[src/common/mips_defines.svh]
// Core-wide constants for the MIPS core.
// Reset vector, data path width and register count.

`ifndef MIPS_DEFINES_SVH
`define MIPS_DEFINES_SVH

// first instruction is fetched from here after reset
`define MIPS_RESET_VECTOR 32'hBFC0_0000

// width of the data path, the registers and the bus
`define MIPS_XLEN 32

// number of general purpose registers
// the last one is the link register used by JAL
`define MIPS_NUM_REGS 32

`endif
[src/common/mips_pkg.sv]
// Shared types for the multicycle MIPS core.
// Opcode and function-code encodings, FSM states, instruction formats
// and ALU operations.

package mips_pkg;

    // primary opcode field, bits 31:26 of the instruction
    typedef enum logic [5:0] {
        OPCODE_RTYPE = 6'b00_0000,
        OPCODE_J     = 6'b00_0010,
        OPCODE_JAL   = 6'b00_0011,
        OPCODE_ADDIU = 6'b00_1001,
        OPCODE_LW    = 6'b10_0011,
        OPCODE_SW    = 6'b10_1011
    } opcode_t;

    // function field of R-type instructions, bits 5:0
    typedef enum logic [5:0] {
        FUNCT_JR   = 6'b00_1000,
        FUNCT_ADDU = 6'b10_0001
    } funct_t;

    // control FSM states
    typedef enum logic [1:0] {
        STATE_FETCH   = 2'd0,
        STATE_EXECUTE = 2'd1,
        STATE_MEMORY  = 2'd2,
        STATE_HALT    = 2'd3
    } state_t;

    // instruction format, decides operand B and the destination register
    typedef enum logic [1:0] {
        FORMAT_R = 2'd0,
        FORMAT_I = 2'd1,
        FORMAT_J = 2'd2
    } format_t;

    // operations the ALU can perform
    typedef enum logic [1:0] {
        ALU_ADD    = 2'd0,
        ALU_PASS_B = 2'd1
    } alu_op_t;

endpackage

[src/cpu/mips_cpu_bus.sv]
// Top level of the multicycle MIPS core with an Avalon bus master port.
// Connects the control unit, the register file and the ALU.

`timescale 1ns/1ps

`include "mips_defines.svh"

module mips_cpu_bus (
    input  logic                   clk,
    input  logic                   reset,
    output logic                   active,
    output logic [`MIPS_XLEN-1:0]  register_v0,
    output logic [`MIPS_XLEN-1:0]  address,
    output logic                   write,
    output logic                   read,
    input  logic                   waitrequest,
    output logic [`MIPS_XLEN-1:0]  writedata,
    output logic [3:0]             byteenable,
    input  logic [`MIPS_XLEN-1:0]  readdata
);

    // register file ports
    logic [4:0]            rs_addr;
    logic [4:0]            rt_addr;
    logic [`MIPS_XLEN-1:0] rs_val;
    logic [`MIPS_XLEN-1:0] rt_val;
    logic                  reg_write;
    logic [4:0]            reg_write_addr;
    logic [`MIPS_XLEN-1:0] reg_write_data;

    // ALU ports
    mips_pkg::opcode_t     opcode;
    mips_pkg::funct_t      funct;
    logic [`MIPS_XLEN-1:0] alu_b;
    logic [`MIPS_XLEN-1:0] alu_result;

    mips_control u_control (
        .clk            (clk),
        .reset          (reset),
        .waitrequest    (waitrequest),
        .readdata       (readdata),
        .rs_val         (rs_val),
        .rt_val         (rt_val),
        .alu_result     (alu_result),
        .active         (active),
        .address        (address),
        .read           (read),
        .write          (write),
        .writedata      (writedata),
        .byteenable     (byteenable),
        .rs_addr        (rs_addr),
        .rt_addr        (rt_addr),
        .reg_write      (reg_write),
        .reg_write_addr (reg_write_addr),
        .reg_write_data (reg_write_data),
        .opcode         (opcode),
        .funct          (funct),
        .alu_b          (alu_b)
    );

    mips_reg_file u_reg_file (
        .clk         (clk),
        .reset       (reset),
        .rs_addr     (rs_addr),
        .rt_addr     (rt_addr),
        .write       (reg_write),
        .write_addr  (reg_write_addr),
        .write_data  (reg_write_data),
        .rs_val      (rs_val),
        .rt_val      (rt_val),
        .register_v0 (register_v0)
    );

    // operand A always comes straight from rs
    mips_alu u_alu (
        .a      (rs_val),
        .b      (alu_b),
        .opcode (opcode),
        .funct  (funct),
        .result (alu_result)
    );

endmodule

[src/cpu/mips_control.sv]
// Control unit of the multicycle MIPS core.
// Holds the PC, instruction register and FSM, decodes the instruction
// and acts as the Avalon bus master for fetch, load and store.

`timescale 1ns/1ps

`include "mips_defines.svh"

module mips_control (
    input  logic                   clk,
    input  logic                   reset,
    input  logic                   waitrequest,
    input  logic [`MIPS_XLEN-1:0]  readdata,
    input  logic [`MIPS_XLEN-1:0]  rs_val,
    input  logic [`MIPS_XLEN-1:0]  rt_val,
    input  logic [`MIPS_XLEN-1:0]  alu_result,
    output logic                   active,
    output logic [`MIPS_XLEN-1:0]  address,
    output logic                   read,
    output logic                   write,
    output logic [`MIPS_XLEN-1:0]  writedata,
    output logic [3:0]             byteenable,
    output logic [4:0]             rs_addr,
    output logic [4:0]             rt_addr,
    output logic                   reg_write,
    output logic [4:0]             reg_write_addr,
    output logic [`MIPS_XLEN-1:0]  reg_write_data,
    output mips_pkg::opcode_t      opcode,
    output mips_pkg::funct_t       funct,
    output logic [`MIPS_XLEN-1:0]  alu_b
);

    mips_pkg::state_t      state;
    logic [`MIPS_XLEN-1:0] pc;
    logic [`MIPS_XLEN-1:0] ir;
    logic [`MIPS_XLEN-1:0] load_data;

    // decoded fields of the held instruction
    mips_pkg::format_t     format;
    logic [4:0]            rd_field;
    logic [`MIPS_XLEN-1:0] imm_ext;
    logic [25:0]           target;
    logic [4:0]            dest_addr;

    // jump resolution
    logic                  is_jump;
    logic [`MIPS_XLEN-1:0] jump_target;

    // bus requests before the reset gate
    logic                  bus_read;
    logic                  bus_write;

    assign opcode   = mips_pkg::opcode_t'(ir[31:26]);
    assign funct    = mips_pkg::funct_t'(ir[5:0]);
    assign rs_addr  = ir[25:21];
    assign rt_addr  = ir[20:16];
    assign rd_field = ir[15:11];
    assign target   = ir[25:0];
    assign imm_ext  = {{(`MIPS_XLEN-16){ir[15]}}, ir[15:0]};

    always_comb begin
        case (opcode)
            mips_pkg::OPCODE_RTYPE: format = mips_pkg::FORMAT_R;
            mips_pkg::OPCODE_J,
            mips_pkg::OPCODE_JAL:   format = mips_pkg::FORMAT_J;
            default:                format = mips_pkg::FORMAT_I;
        endcase
    end

    // R-type writes rd, I-type writes rt and JAL links into the last register
    always_comb begin
        case (format)
            mips_pkg::FORMAT_R: dest_addr = rd_field;
            mips_pkg::FORMAT_J: dest_addr = 5'(`MIPS_NUM_REGS - 1);
            default:            dest_addr = rt_addr;
        endcase
    end

    assign alu_b = (format == mips_pkg::FORMAT_R) ? rt_val : imm_ext;

    // pc already points past the jump, so its top bits are the region of the target
    assign is_jump = (format == mips_pkg::FORMAT_J) ||
                     (format == mips_pkg::FORMAT_R && funct == mips_pkg::FUNCT_JR);
    assign jump_target = (format == mips_pkg::FORMAT_J) ? {pc[31:28], target, 2'b00}
                                                        : rs_val;

    // bus and register file write controls for each state
    always_comb begin
        bus_read       = 1'b0;
        bus_write      = 1'b0;
        address        = pc;
        reg_write      = 1'b0;
        reg_write_addr = dest_addr;
        reg_write_data = alu_result;
        case (state)
            mips_pkg::STATE_FETCH: begin
                bus_read = 1'b1;
            end
            mips_pkg::STATE_EXECUTE: begin
                case (opcode)
                    mips_pkg::OPCODE_RTYPE: begin
                        reg_write = (funct == mips_pkg::FUNCT_ADDU);
                    end
                    mips_pkg::OPCODE_ADDIU: begin
                        reg_write = 1'b1;
                    end
                    mips_pkg::OPCODE_JAL: begin
                        // pc already holds the JAL address plus 4
                        reg_write      = 1'b1;
                        reg_write_data = pc;
                    end
                    mips_pkg::OPCODE_LW: begin
                        bus_read = 1'b1;
                        address  = alu_result;
                    end
                    mips_pkg::OPCODE_SW: begin
                        bus_write = 1'b1;
                        address   = alu_result;
                    end
                    default: begin
                    end
                endcase
            end
            mips_pkg::STATE_MEMORY: begin
                reg_write      = 1'b1;
                reg_write_data = load_data;
            end
            default: begin
            end
        endcase
    end

    // no bus traffic may leave the core while reset is held
    assign read       = bus_read && !reset;
    assign write      = bus_write && !reset;
    assign writedata  = rt_val;
    assign byteenable = 4'b1111;
    assign active     = (state != mips_pkg::STATE_HALT);

    always_ff @(posedge clk) begin
        if (reset) begin
            state <= mips_pkg::STATE_FETCH;
            pc    <= `MIPS_RESET_VECTOR;
        end else begin
            case (state)
                mips_pkg::STATE_FETCH: begin
                    if (!waitrequest) begin
                        pc    <= pc + 32'd4;
                        state <= mips_pkg::STATE_EXECUTE;
                    end
                end
                mips_pkg::STATE_EXECUTE: begin
                    case (opcode)
                        mips_pkg::OPCODE_LW: begin
                            if (!waitrequest) begin
                                state <= mips_pkg::STATE_MEMORY;
                            end
                        end
                        mips_pkg::OPCODE_SW: begin
                            if (!waitrequest) begin
                                state <= mips_pkg::STATE_FETCH;
                            end
                        end
                        default: begin
                            if (is_jump) begin
                                pc <= jump_target;
                            end
                            // a jump to address zero ends the program
                            if (is_jump && jump_target == '0) begin
                                state <= mips_pkg::STATE_HALT;
                            end else begin
                                state <= mips_pkg::STATE_FETCH;
                            end
                        end
                    endcase
                end
                mips_pkg::STATE_MEMORY: begin
                    state <= mips_pkg::STATE_FETCH;
                end
                default: begin
                    // stay halted until the next reset
                end
            endcase
        end
    end

    // the instruction and load data are captured on the completing bus cycle
    always_ff @(posedge clk) begin
        if (state == mips_pkg::STATE_FETCH && !waitrequest) begin
            ir <= readdata;
        end
        if (state == mips_pkg::STATE_EXECUTE && opcode == mips_pkg::OPCODE_LW &&
            !waitrequest) begin
            load_data <= readdata;
        end
    end

    a_no_read_and_write: assert property (
        @(posedge clk) disable iff (reset)
        !(read && write)
    );

    a_word_aligned: assert property (
        @(posedge clk) disable iff (reset)
        (read || write) |-> (address[1:0] == 2'b00)
    );

    // a stalled request must be presented unchanged until it completes
    a_hold_on_wait: assert property (
        @(posedge clk) disable iff (reset)
        ((read || write) && waitrequest) |=>
            ($stable(address) && $stable(read) && $stable(write) &&
             $stable(writedata) && $stable(byteenable))
    );

endmodule

[src/cpu/mips_reg_file.sv]
// Register file of the MIPS core.
// Two combinational read ports, one write port, register 0 fixed at zero
// and register 2 exported as register_v0.

`timescale 1ns/1ps

`include "mips_defines.svh"

module mips_reg_file (
    input  logic                   clk,
    input  logic                   reset,
    input  logic [4:0]             rs_addr,
    input  logic [4:0]             rt_addr,
    input  logic                   write,
    input  logic [4:0]             write_addr,
    input  logic [`MIPS_XLEN-1:0]  write_data,
    output logic [`MIPS_XLEN-1:0]  rs_val,
    output logic [`MIPS_XLEN-1:0]  rt_val,
    output logic [`MIPS_XLEN-1:0]  register_v0
);

    logic [`MIPS_XLEN-1:0] regs [`MIPS_NUM_REGS];

    always_ff @(posedge clk) begin
        if (reset) begin
            for (int i = 0; i < `MIPS_NUM_REGS; i++) begin
                regs[i] <= '0;
            end
        end else if (write && write_addr != 5'd0) begin
            regs[write_addr] <= write_data;
        end
    end

    // reads see the stored value, a write lands at the next edge
    assign rs_val = regs[rs_addr];
    assign rt_val = regs[rt_addr];

    // v0 carries the program result to the outside
    assign register_v0 = regs[2];

endmodule

[src/cpu/mips_alu.sv]
// ALU of the MIPS core.
// Picks the operation from opcode and function code, then computes
// the result combinationally.

`timescale 1ns/1ps

`include "mips_defines.svh"

module mips_alu (
    input  logic [`MIPS_XLEN-1:0]  a,
    input  logic [`MIPS_XLEN-1:0]  b,
    input  mips_pkg::opcode_t      opcode,
    input  mips_pkg::funct_t       funct,
    output logic [`MIPS_XLEN-1:0]  result
);

    mips_pkg::alu_op_t alu_op;

    // loads and stores use the adder for base plus offset
    always_comb begin
        case (opcode)
            mips_pkg::OPCODE_RTYPE: begin
                if (funct == mips_pkg::FUNCT_ADDU) begin
                    alu_op = mips_pkg::ALU_ADD;
                end else begin
                    alu_op = mips_pkg::ALU_PASS_B;
                end
            end
            mips_pkg::OPCODE_ADDIU,
            mips_pkg::OPCODE_LW,
            mips_pkg::OPCODE_SW: alu_op = mips_pkg::ALU_ADD;
            default:             alu_op = mips_pkg::ALU_PASS_B;
        endcase
    end

    // the carry out is dropped, the unsigned forms never trap on overflow
    always_comb begin
        case (alu_op)
            mips_pkg::ALU_ADD: result = a + b;
            default:           result = b;
        endcase
    end

endmodule

[config.mk]
export PLATFORM = sky130hd
export DESIGN_NAME = mips_cpu_bus
export DESIGN_NICKNAME = d
export VERILOG_FILES = /design/src/common/mips_pkg.sv /design/src/cpu/mips_cpu_bus.sv /design/src/cpu/mips_control.sv /design/src/cpu/mips_reg_file.sv /design/src/cpu/mips_alu.sv
export VERILOG_INCLUDE_DIRS = /design/src /design/src/common
export SDC_FILE = /design/constraint.sdc
export NUM_CORES = 2
export LEC_CHECK = 0
export ABC_AREA = 1
export CAP_MARGIN = 30
export CORE_ASPECT_RATIO = 2
export CORE_UTILIZATION = 35
export DETAILED_ROUTE_END_ITERATION = 6
export DONT_BUFFER_PORTS = 1
export PLACE_DENSITY = 0.5
export SETUP_SLACK_MARGIN = 0.02
export SLEW_MARGIN = 30
export SYNTH_ARGS = -nofsm -noshare
export SYNTH_HDL_FRONTEND = slang
export SYNTH_SLANG_ARGS = --single-unit
[constraint.sdc]
create_clock -name clk -period 8.1 [get_ports clk]
set_clock_uncertainty 0.05 [all_clocks]
set_input_delay 0.81 -clock clk [delete_from_list [all_inputs] [get_ports clk]]
set_output_delay 0.81 -clock clk [all_outputs]
set_load 0.005 [all_outputs]
**After elaboration in Yosys (flattened, before gate mapping)**

Memory sizes are Yosys's and may differ from the RTL's. A register that Yosys moved wholly into a read port is not among the register bits.
Index checks and enable logic that the tools add are counted.

- Flip-flop bits (word level): 98
- Bits in writable memories: 1024
- Input port bits: 35
- Logic and storage cells: 86
- Memories: 1

Memories:

| name | words | bits a word | rd ports | clocked after memory_dff | write ports | RTL line | RTL |
|---|---|---|---|---|---|---|---|
| u_reg_file.regs | 32 | 32 | 3 | 2 | 32 | mips_reg_file.sv:22 | `` logic [`MIPS_XLEN-1:0] regs [`MIPS_NUM_REGS]; `` |

- Add/subtract/negate cells: 2
- Equal/unequal tests: 16
- Multiplexer cells: 37
- Reduce and logical (&&, ||, !) cells: 26

Operator list:

| kind | number |
|---|---|
| 2-to-1 mux 32 bit | 10 |
| one-hot mux 32 bit (2 select lines) | 2 |
| adder 32 x 3 -> 32 bit, second input constant | 1 |
| adder 32 bit | 1 |
| zero test 32 bit | 1 |
| OR reduction 32 bit | 1 |
| == test 6 bit, second input constant | 3 |
| 2-to-1 mux 5 bit | 3 |
| == test 6 x 2 -> 1 bit, second input constant | 2 |
| == test 6 x 4 -> 1 bit, second input constant | 2 |
| 2-to-1 mux 1 bit | 10 |
| one-hot mux 5 bit (2 select lines) | 1 |
| logical AND 1 bit | 8 |
| 2-to-1 mux 2 bit | 4 |
| one-hot mux 1 bit (2 select lines) | 4 |
| one-hot mux 2 bit (2 select lines) | 2 |
| AND reduction 4 bit | 2 |
| zero test 2 bit | 3 |
| zero test 6 bit | 1 |
| inequality test 2 bit, second input constant | 3 |
| inequality test 3 bit, second input constant | 2 |
| one-hot mux 2 bit (3 select lines) | 1 |
| OR reduction 2 bit | 3 |
| nonzero test 5 bit | 1 |
| 8 further kinds | 10 |

**Logic depth before layout (Yosys ltp)**

- Depth in word-level cells: 12
- Gate-level depth with buffers: 32
- Depth with buffers taken out: 28

**Cells and area by module**

From an unflattened synthesis, not the netlist that was laid out.

- Cell total of the unflattened synthesis: 8845
- Area total of the unflattened synthesis: 66506.3 sq um

By module, submodules not included:

| module | times used | cells an instance | area each (sq um) | seq. area each (sq um) |
|---|---|---|---|---|
| mips_reg_file | 1 | 7191 | 56279.0 | 30749.5 |
| mips_control | 1 | 1055 | 7270.7 | 2602.5 |
| mips_alu | 1 | 599 | 2956.6 | 0.0 |

**Worst setup path before layout**

No wires, ideal clock.

- Path type: reg-to-output
- From: register (tool-made name)
- To: output address[18]
- Arrival: 3.649 ns
- Data required time: 7.240 ns
- Slack: 3.591 ns
- Stages on the path, launching flop included: 29
- Path through: dfxtp_1 > buf_6 > inv_4 > buf_6 > buf_6 > buf_4 > o21ai_0 > o221ai_1 > nand3_1 > nand2_1 > o21a_1 > nand2_1 > o21ai_0 > ha_1 > fa_1 > nand2_1 > nand3_1 > o21ai_1 > inv_1 > a21oi_1 > o21ai_1 > nand2_1 > nand2_1 > a21oi_1 > xnor2_1 > nand2_1 > nand3_1 > o21ai_0 > inv_1

RTL lines:

| element | RTL line | RTL |
|---|---|---|
| to (decl) | mips_cpu_bus.sv:13 | `` output logic [`MIPS_XLEN-1:0] address, `` |

==> impl_results.md <==
- Int Power: 0.0112 W
- Post-synthesis register bit count: 1,132
- Max-Cap Viols: 0
- CTS max path bufs: 3
- CP Launch Type: flop
- HPWL after DPL: 215 mm
- Psw: 0.00857 W
- Prevailing post-synth register cell: edfxtp_1
- Final cycle utilization of the critical path: 93.0%
- Crit path max-delay family: compound AO/OA/AOI/OAI gates
- Root Driver: clkbuf_16
- Pre-CTS WS: 1.50 ns
- Buf+Inv Stages, Crit Path: 3
- Worst path cell trace: inv_2 -> o21a_1 -> nand2_1 -> o21ai_0 -> ha_1 -> fa_1 -> nand2_1 -> nand3_1 -> o21ai_1 -> inv_1 -> a21oi_1 -> o21ai_1 -> nand2_1 -> nand2_1 -> a21oi_1 -> xnor2_1 -> nand2_1 -> nand2_1 -> o21ai_0 -> inv_1
- Setup CP Type: flop to primary output
- Post-detailed-routing wire length: 357 mm
- Worst skew pair latency: 0.79 ns
- DR iter-0 viols: 9,697
- Combinational Power Share: 37.7%
- Fraction of layout cells with a size suffix above 1: 7.46%
- Nets: 7,588
- Max incr delay on CP: 0.99 ns
- Worst Tran Pin Value: 1.27 ns
- Remaining DRCs: 0
- H-tree depth: 3
- Hold WS: 0.0718 ns
- GP Congestion: 1.09
- Vias: 64,608
- Fin. Hold Viols: 0
- CTS sink count: 1,132
- Sequential share of the synthesized area: 51.7%
- CTS Hold Bufs: 0
- IO Port Bufs: 0
- Type of the tightest min-delay check: primary input to flop
- Starting Density: 35.2%
- Cts repair resizes: 0
- Commonest non-fill, non-tap cell in the layout: nand2_1
- Crit Path Max Fanout: 10
- Maximum vdd ir drop: 0.000229 V
- Synth unique cells: 55
- CP arrival: 6.67 ns
- Asr flop ratio synth: 0%
- Number of global-route vias before repair: 61,229
- Yosys warning count: 0
- Die width: 306 µm
- Relative slew slack: 15.6%
- Crit. End Element: primary output
- P&R area growth vs syn: 9.48%
- Post-Syn Instances: 7,887
- Die ar.: 187,000 µm²
- Flop pwr share: 35.0%
- Num ports: 138
- Leak pwr: 26.3 nW
- Worst-path clk slew: 0.07 ns
- Chip height: 611 µm
- Synthesized cell area: 64,900 µm²
- Cell row count: 223
- RSZ-0062 raised after global routing: no
- Status: finished clean
- Final worst path period need: 7.53 ns
- Fmax achieved: 0.133 GHz
- Final ANT Viol Nets: 0
- Core area: 184,000 µm²
- Wire per inst: 35.3 µm
- WP data required: 7.24 ns
- Switching Share: 43.3%
- Post-DR vias/cell: 6.39
- First-pass GRT wire length: 484 mm
- Final WS setup: 0.570 ns
- Crit-path slowest cell: dfxtp_2
- EDFF count, synth: 1,088
- CP dominant cell by count: nand2_1
- Leading cell types in the layout, fill and taps excluded: 1,784 x nand2_1, 1,088 x edfxtp_1, 1,009 x nand3_1, 965 x nor2_1, 760 x a21oi_1
- GRT overflow: 0
- Final slew viol count: 0
- All-Layer GR Usage: 37.2%
- Clock power share: 27.3%
- Largest net degree at the start of global routing: 163
- Post-CTS setup buffer count: 0
- Clock buffer count from CTS: 107
- Finish-stage setup viols: 0
- DRT Pass-1 Iters: 7
- Post-Route Utilization: 38.5%
- CTS tree: yes
- Total negative slack: 0 ns
- Syn Area/Cell: 8.23 µm²
- Initial antenna violation count: 22
- Pwr Density: 279 nW/µm²
==> registers in the layout, indices dropped and copies added (netlist names), named ones only <==
register             flops
u_control.pc            32
u_reg_file.regs       1024
u_control.ir            32
u_control.state          2
u_control.load_data     32
==> logic make-up after synthesis <==
kind of cell,share of synthesized area (%)
and+or+nand+nor,24.7
AOI/OAI and AO/OA,16.0
DFF,51.7
buffers and inverters,6.48
adders and majority gates,0.725
xor gates and xnor gates,0.418
other,0.0116
==> cell type report <==
cell class	instances	area [µm²]
diodes	26	65.1
clock buffers	130	2820
clock inverters	73	764
fillers	18731	113000
inverters	208	836
multi-input cells	5826	27600
flip-flops and latches	1132	33600
well taps	2475	3100
repair buffers	241	2290
==> stage by stage <==
| step | total power (W) | area, µm² | cells |
|---|---|---|---|
| 2_1_floorplan | 0.0111 | 65000 | 7921 |
| 3_3_place_gp | 0.0141 | 67300 | 9877 |
| 3_5_place_dp | 0.0141 | 67300 | 9877 |
| 4_1_cts | 0.0194 | 70900 | 10080 |
| 5_1_grt | 0.0202 | 71000 | 10096 |
| 6_report | 0.0198 | 71000 | 10111 |
==> path summary, 6_finish.rpt <==
path                     from                 endpoint  slack [ns]  cells past startpoint
max                      flop              address[22]        0.57                     20
min              readdata[28]         u_control.ir[28]        0.07                      0
max reg2reg              flop  u_reg_file.regs[30][27]        1.26                     26
min reg2reg  u_control.pc[19]         u_control.pc[19]        0.51                      2
==> synthesized netlist by cell type (all sizes together) (2+ instances only) <==
master	instances	area, µm²
nor4	3	18.8
o21ai	709	3560
ha	36	450
dfxtp	44	881
a31oi	19	119
a21oi	769	3870
a211oi	4	30.0
clkinv	3	11.3
nand2	1853	6970
nand3	1011	5060
or2	4	25.0
a21o	6	45.0
a21boi	3	22.5
edfxtp	1088	32700
clkbuf	382	1440
a221oi	6	52.6
conb	2	7.51
o22ai	65	419
xnor2	14	123
a32oi	7	61.3
xor2	17	149
a32o	5	50.1
o221ai	190	1680
and2	7	43.8
o211ai	29	258
o21bai	4	30.0
nor3	22	144
nor2	970	3660
buf	373	1980
o21a	19	143
nand4	13	87.6
o31ai	2	15.0
inv	205	772
==> metal layers <==
metal | track usage (%) | part of all wire (%)
met5 | 0.0261 | 0.025
met4 | 37.4 | 12
met3 | 10.1 | 11
met2 | 59.1 | 46
met1 | 39.1 | 32
==> power groups by stage <==
stage / Combinational [W] / Clock, W / Sequential (W)
after global placement: 0.00707 / 0 / 0.00703
after detailed placement: 0.00707 / 0 / 0.00703
final: 0.00746 / 0.00541 / 0.00692
after floorplan: 0.00418 / 0 / 0.00687
after CTS: 0.00709 / 0.00543 / 0.00691
after global routing: 0.00772 / 0.00560 / 0.00694
(Power assumes the default switching activity.)
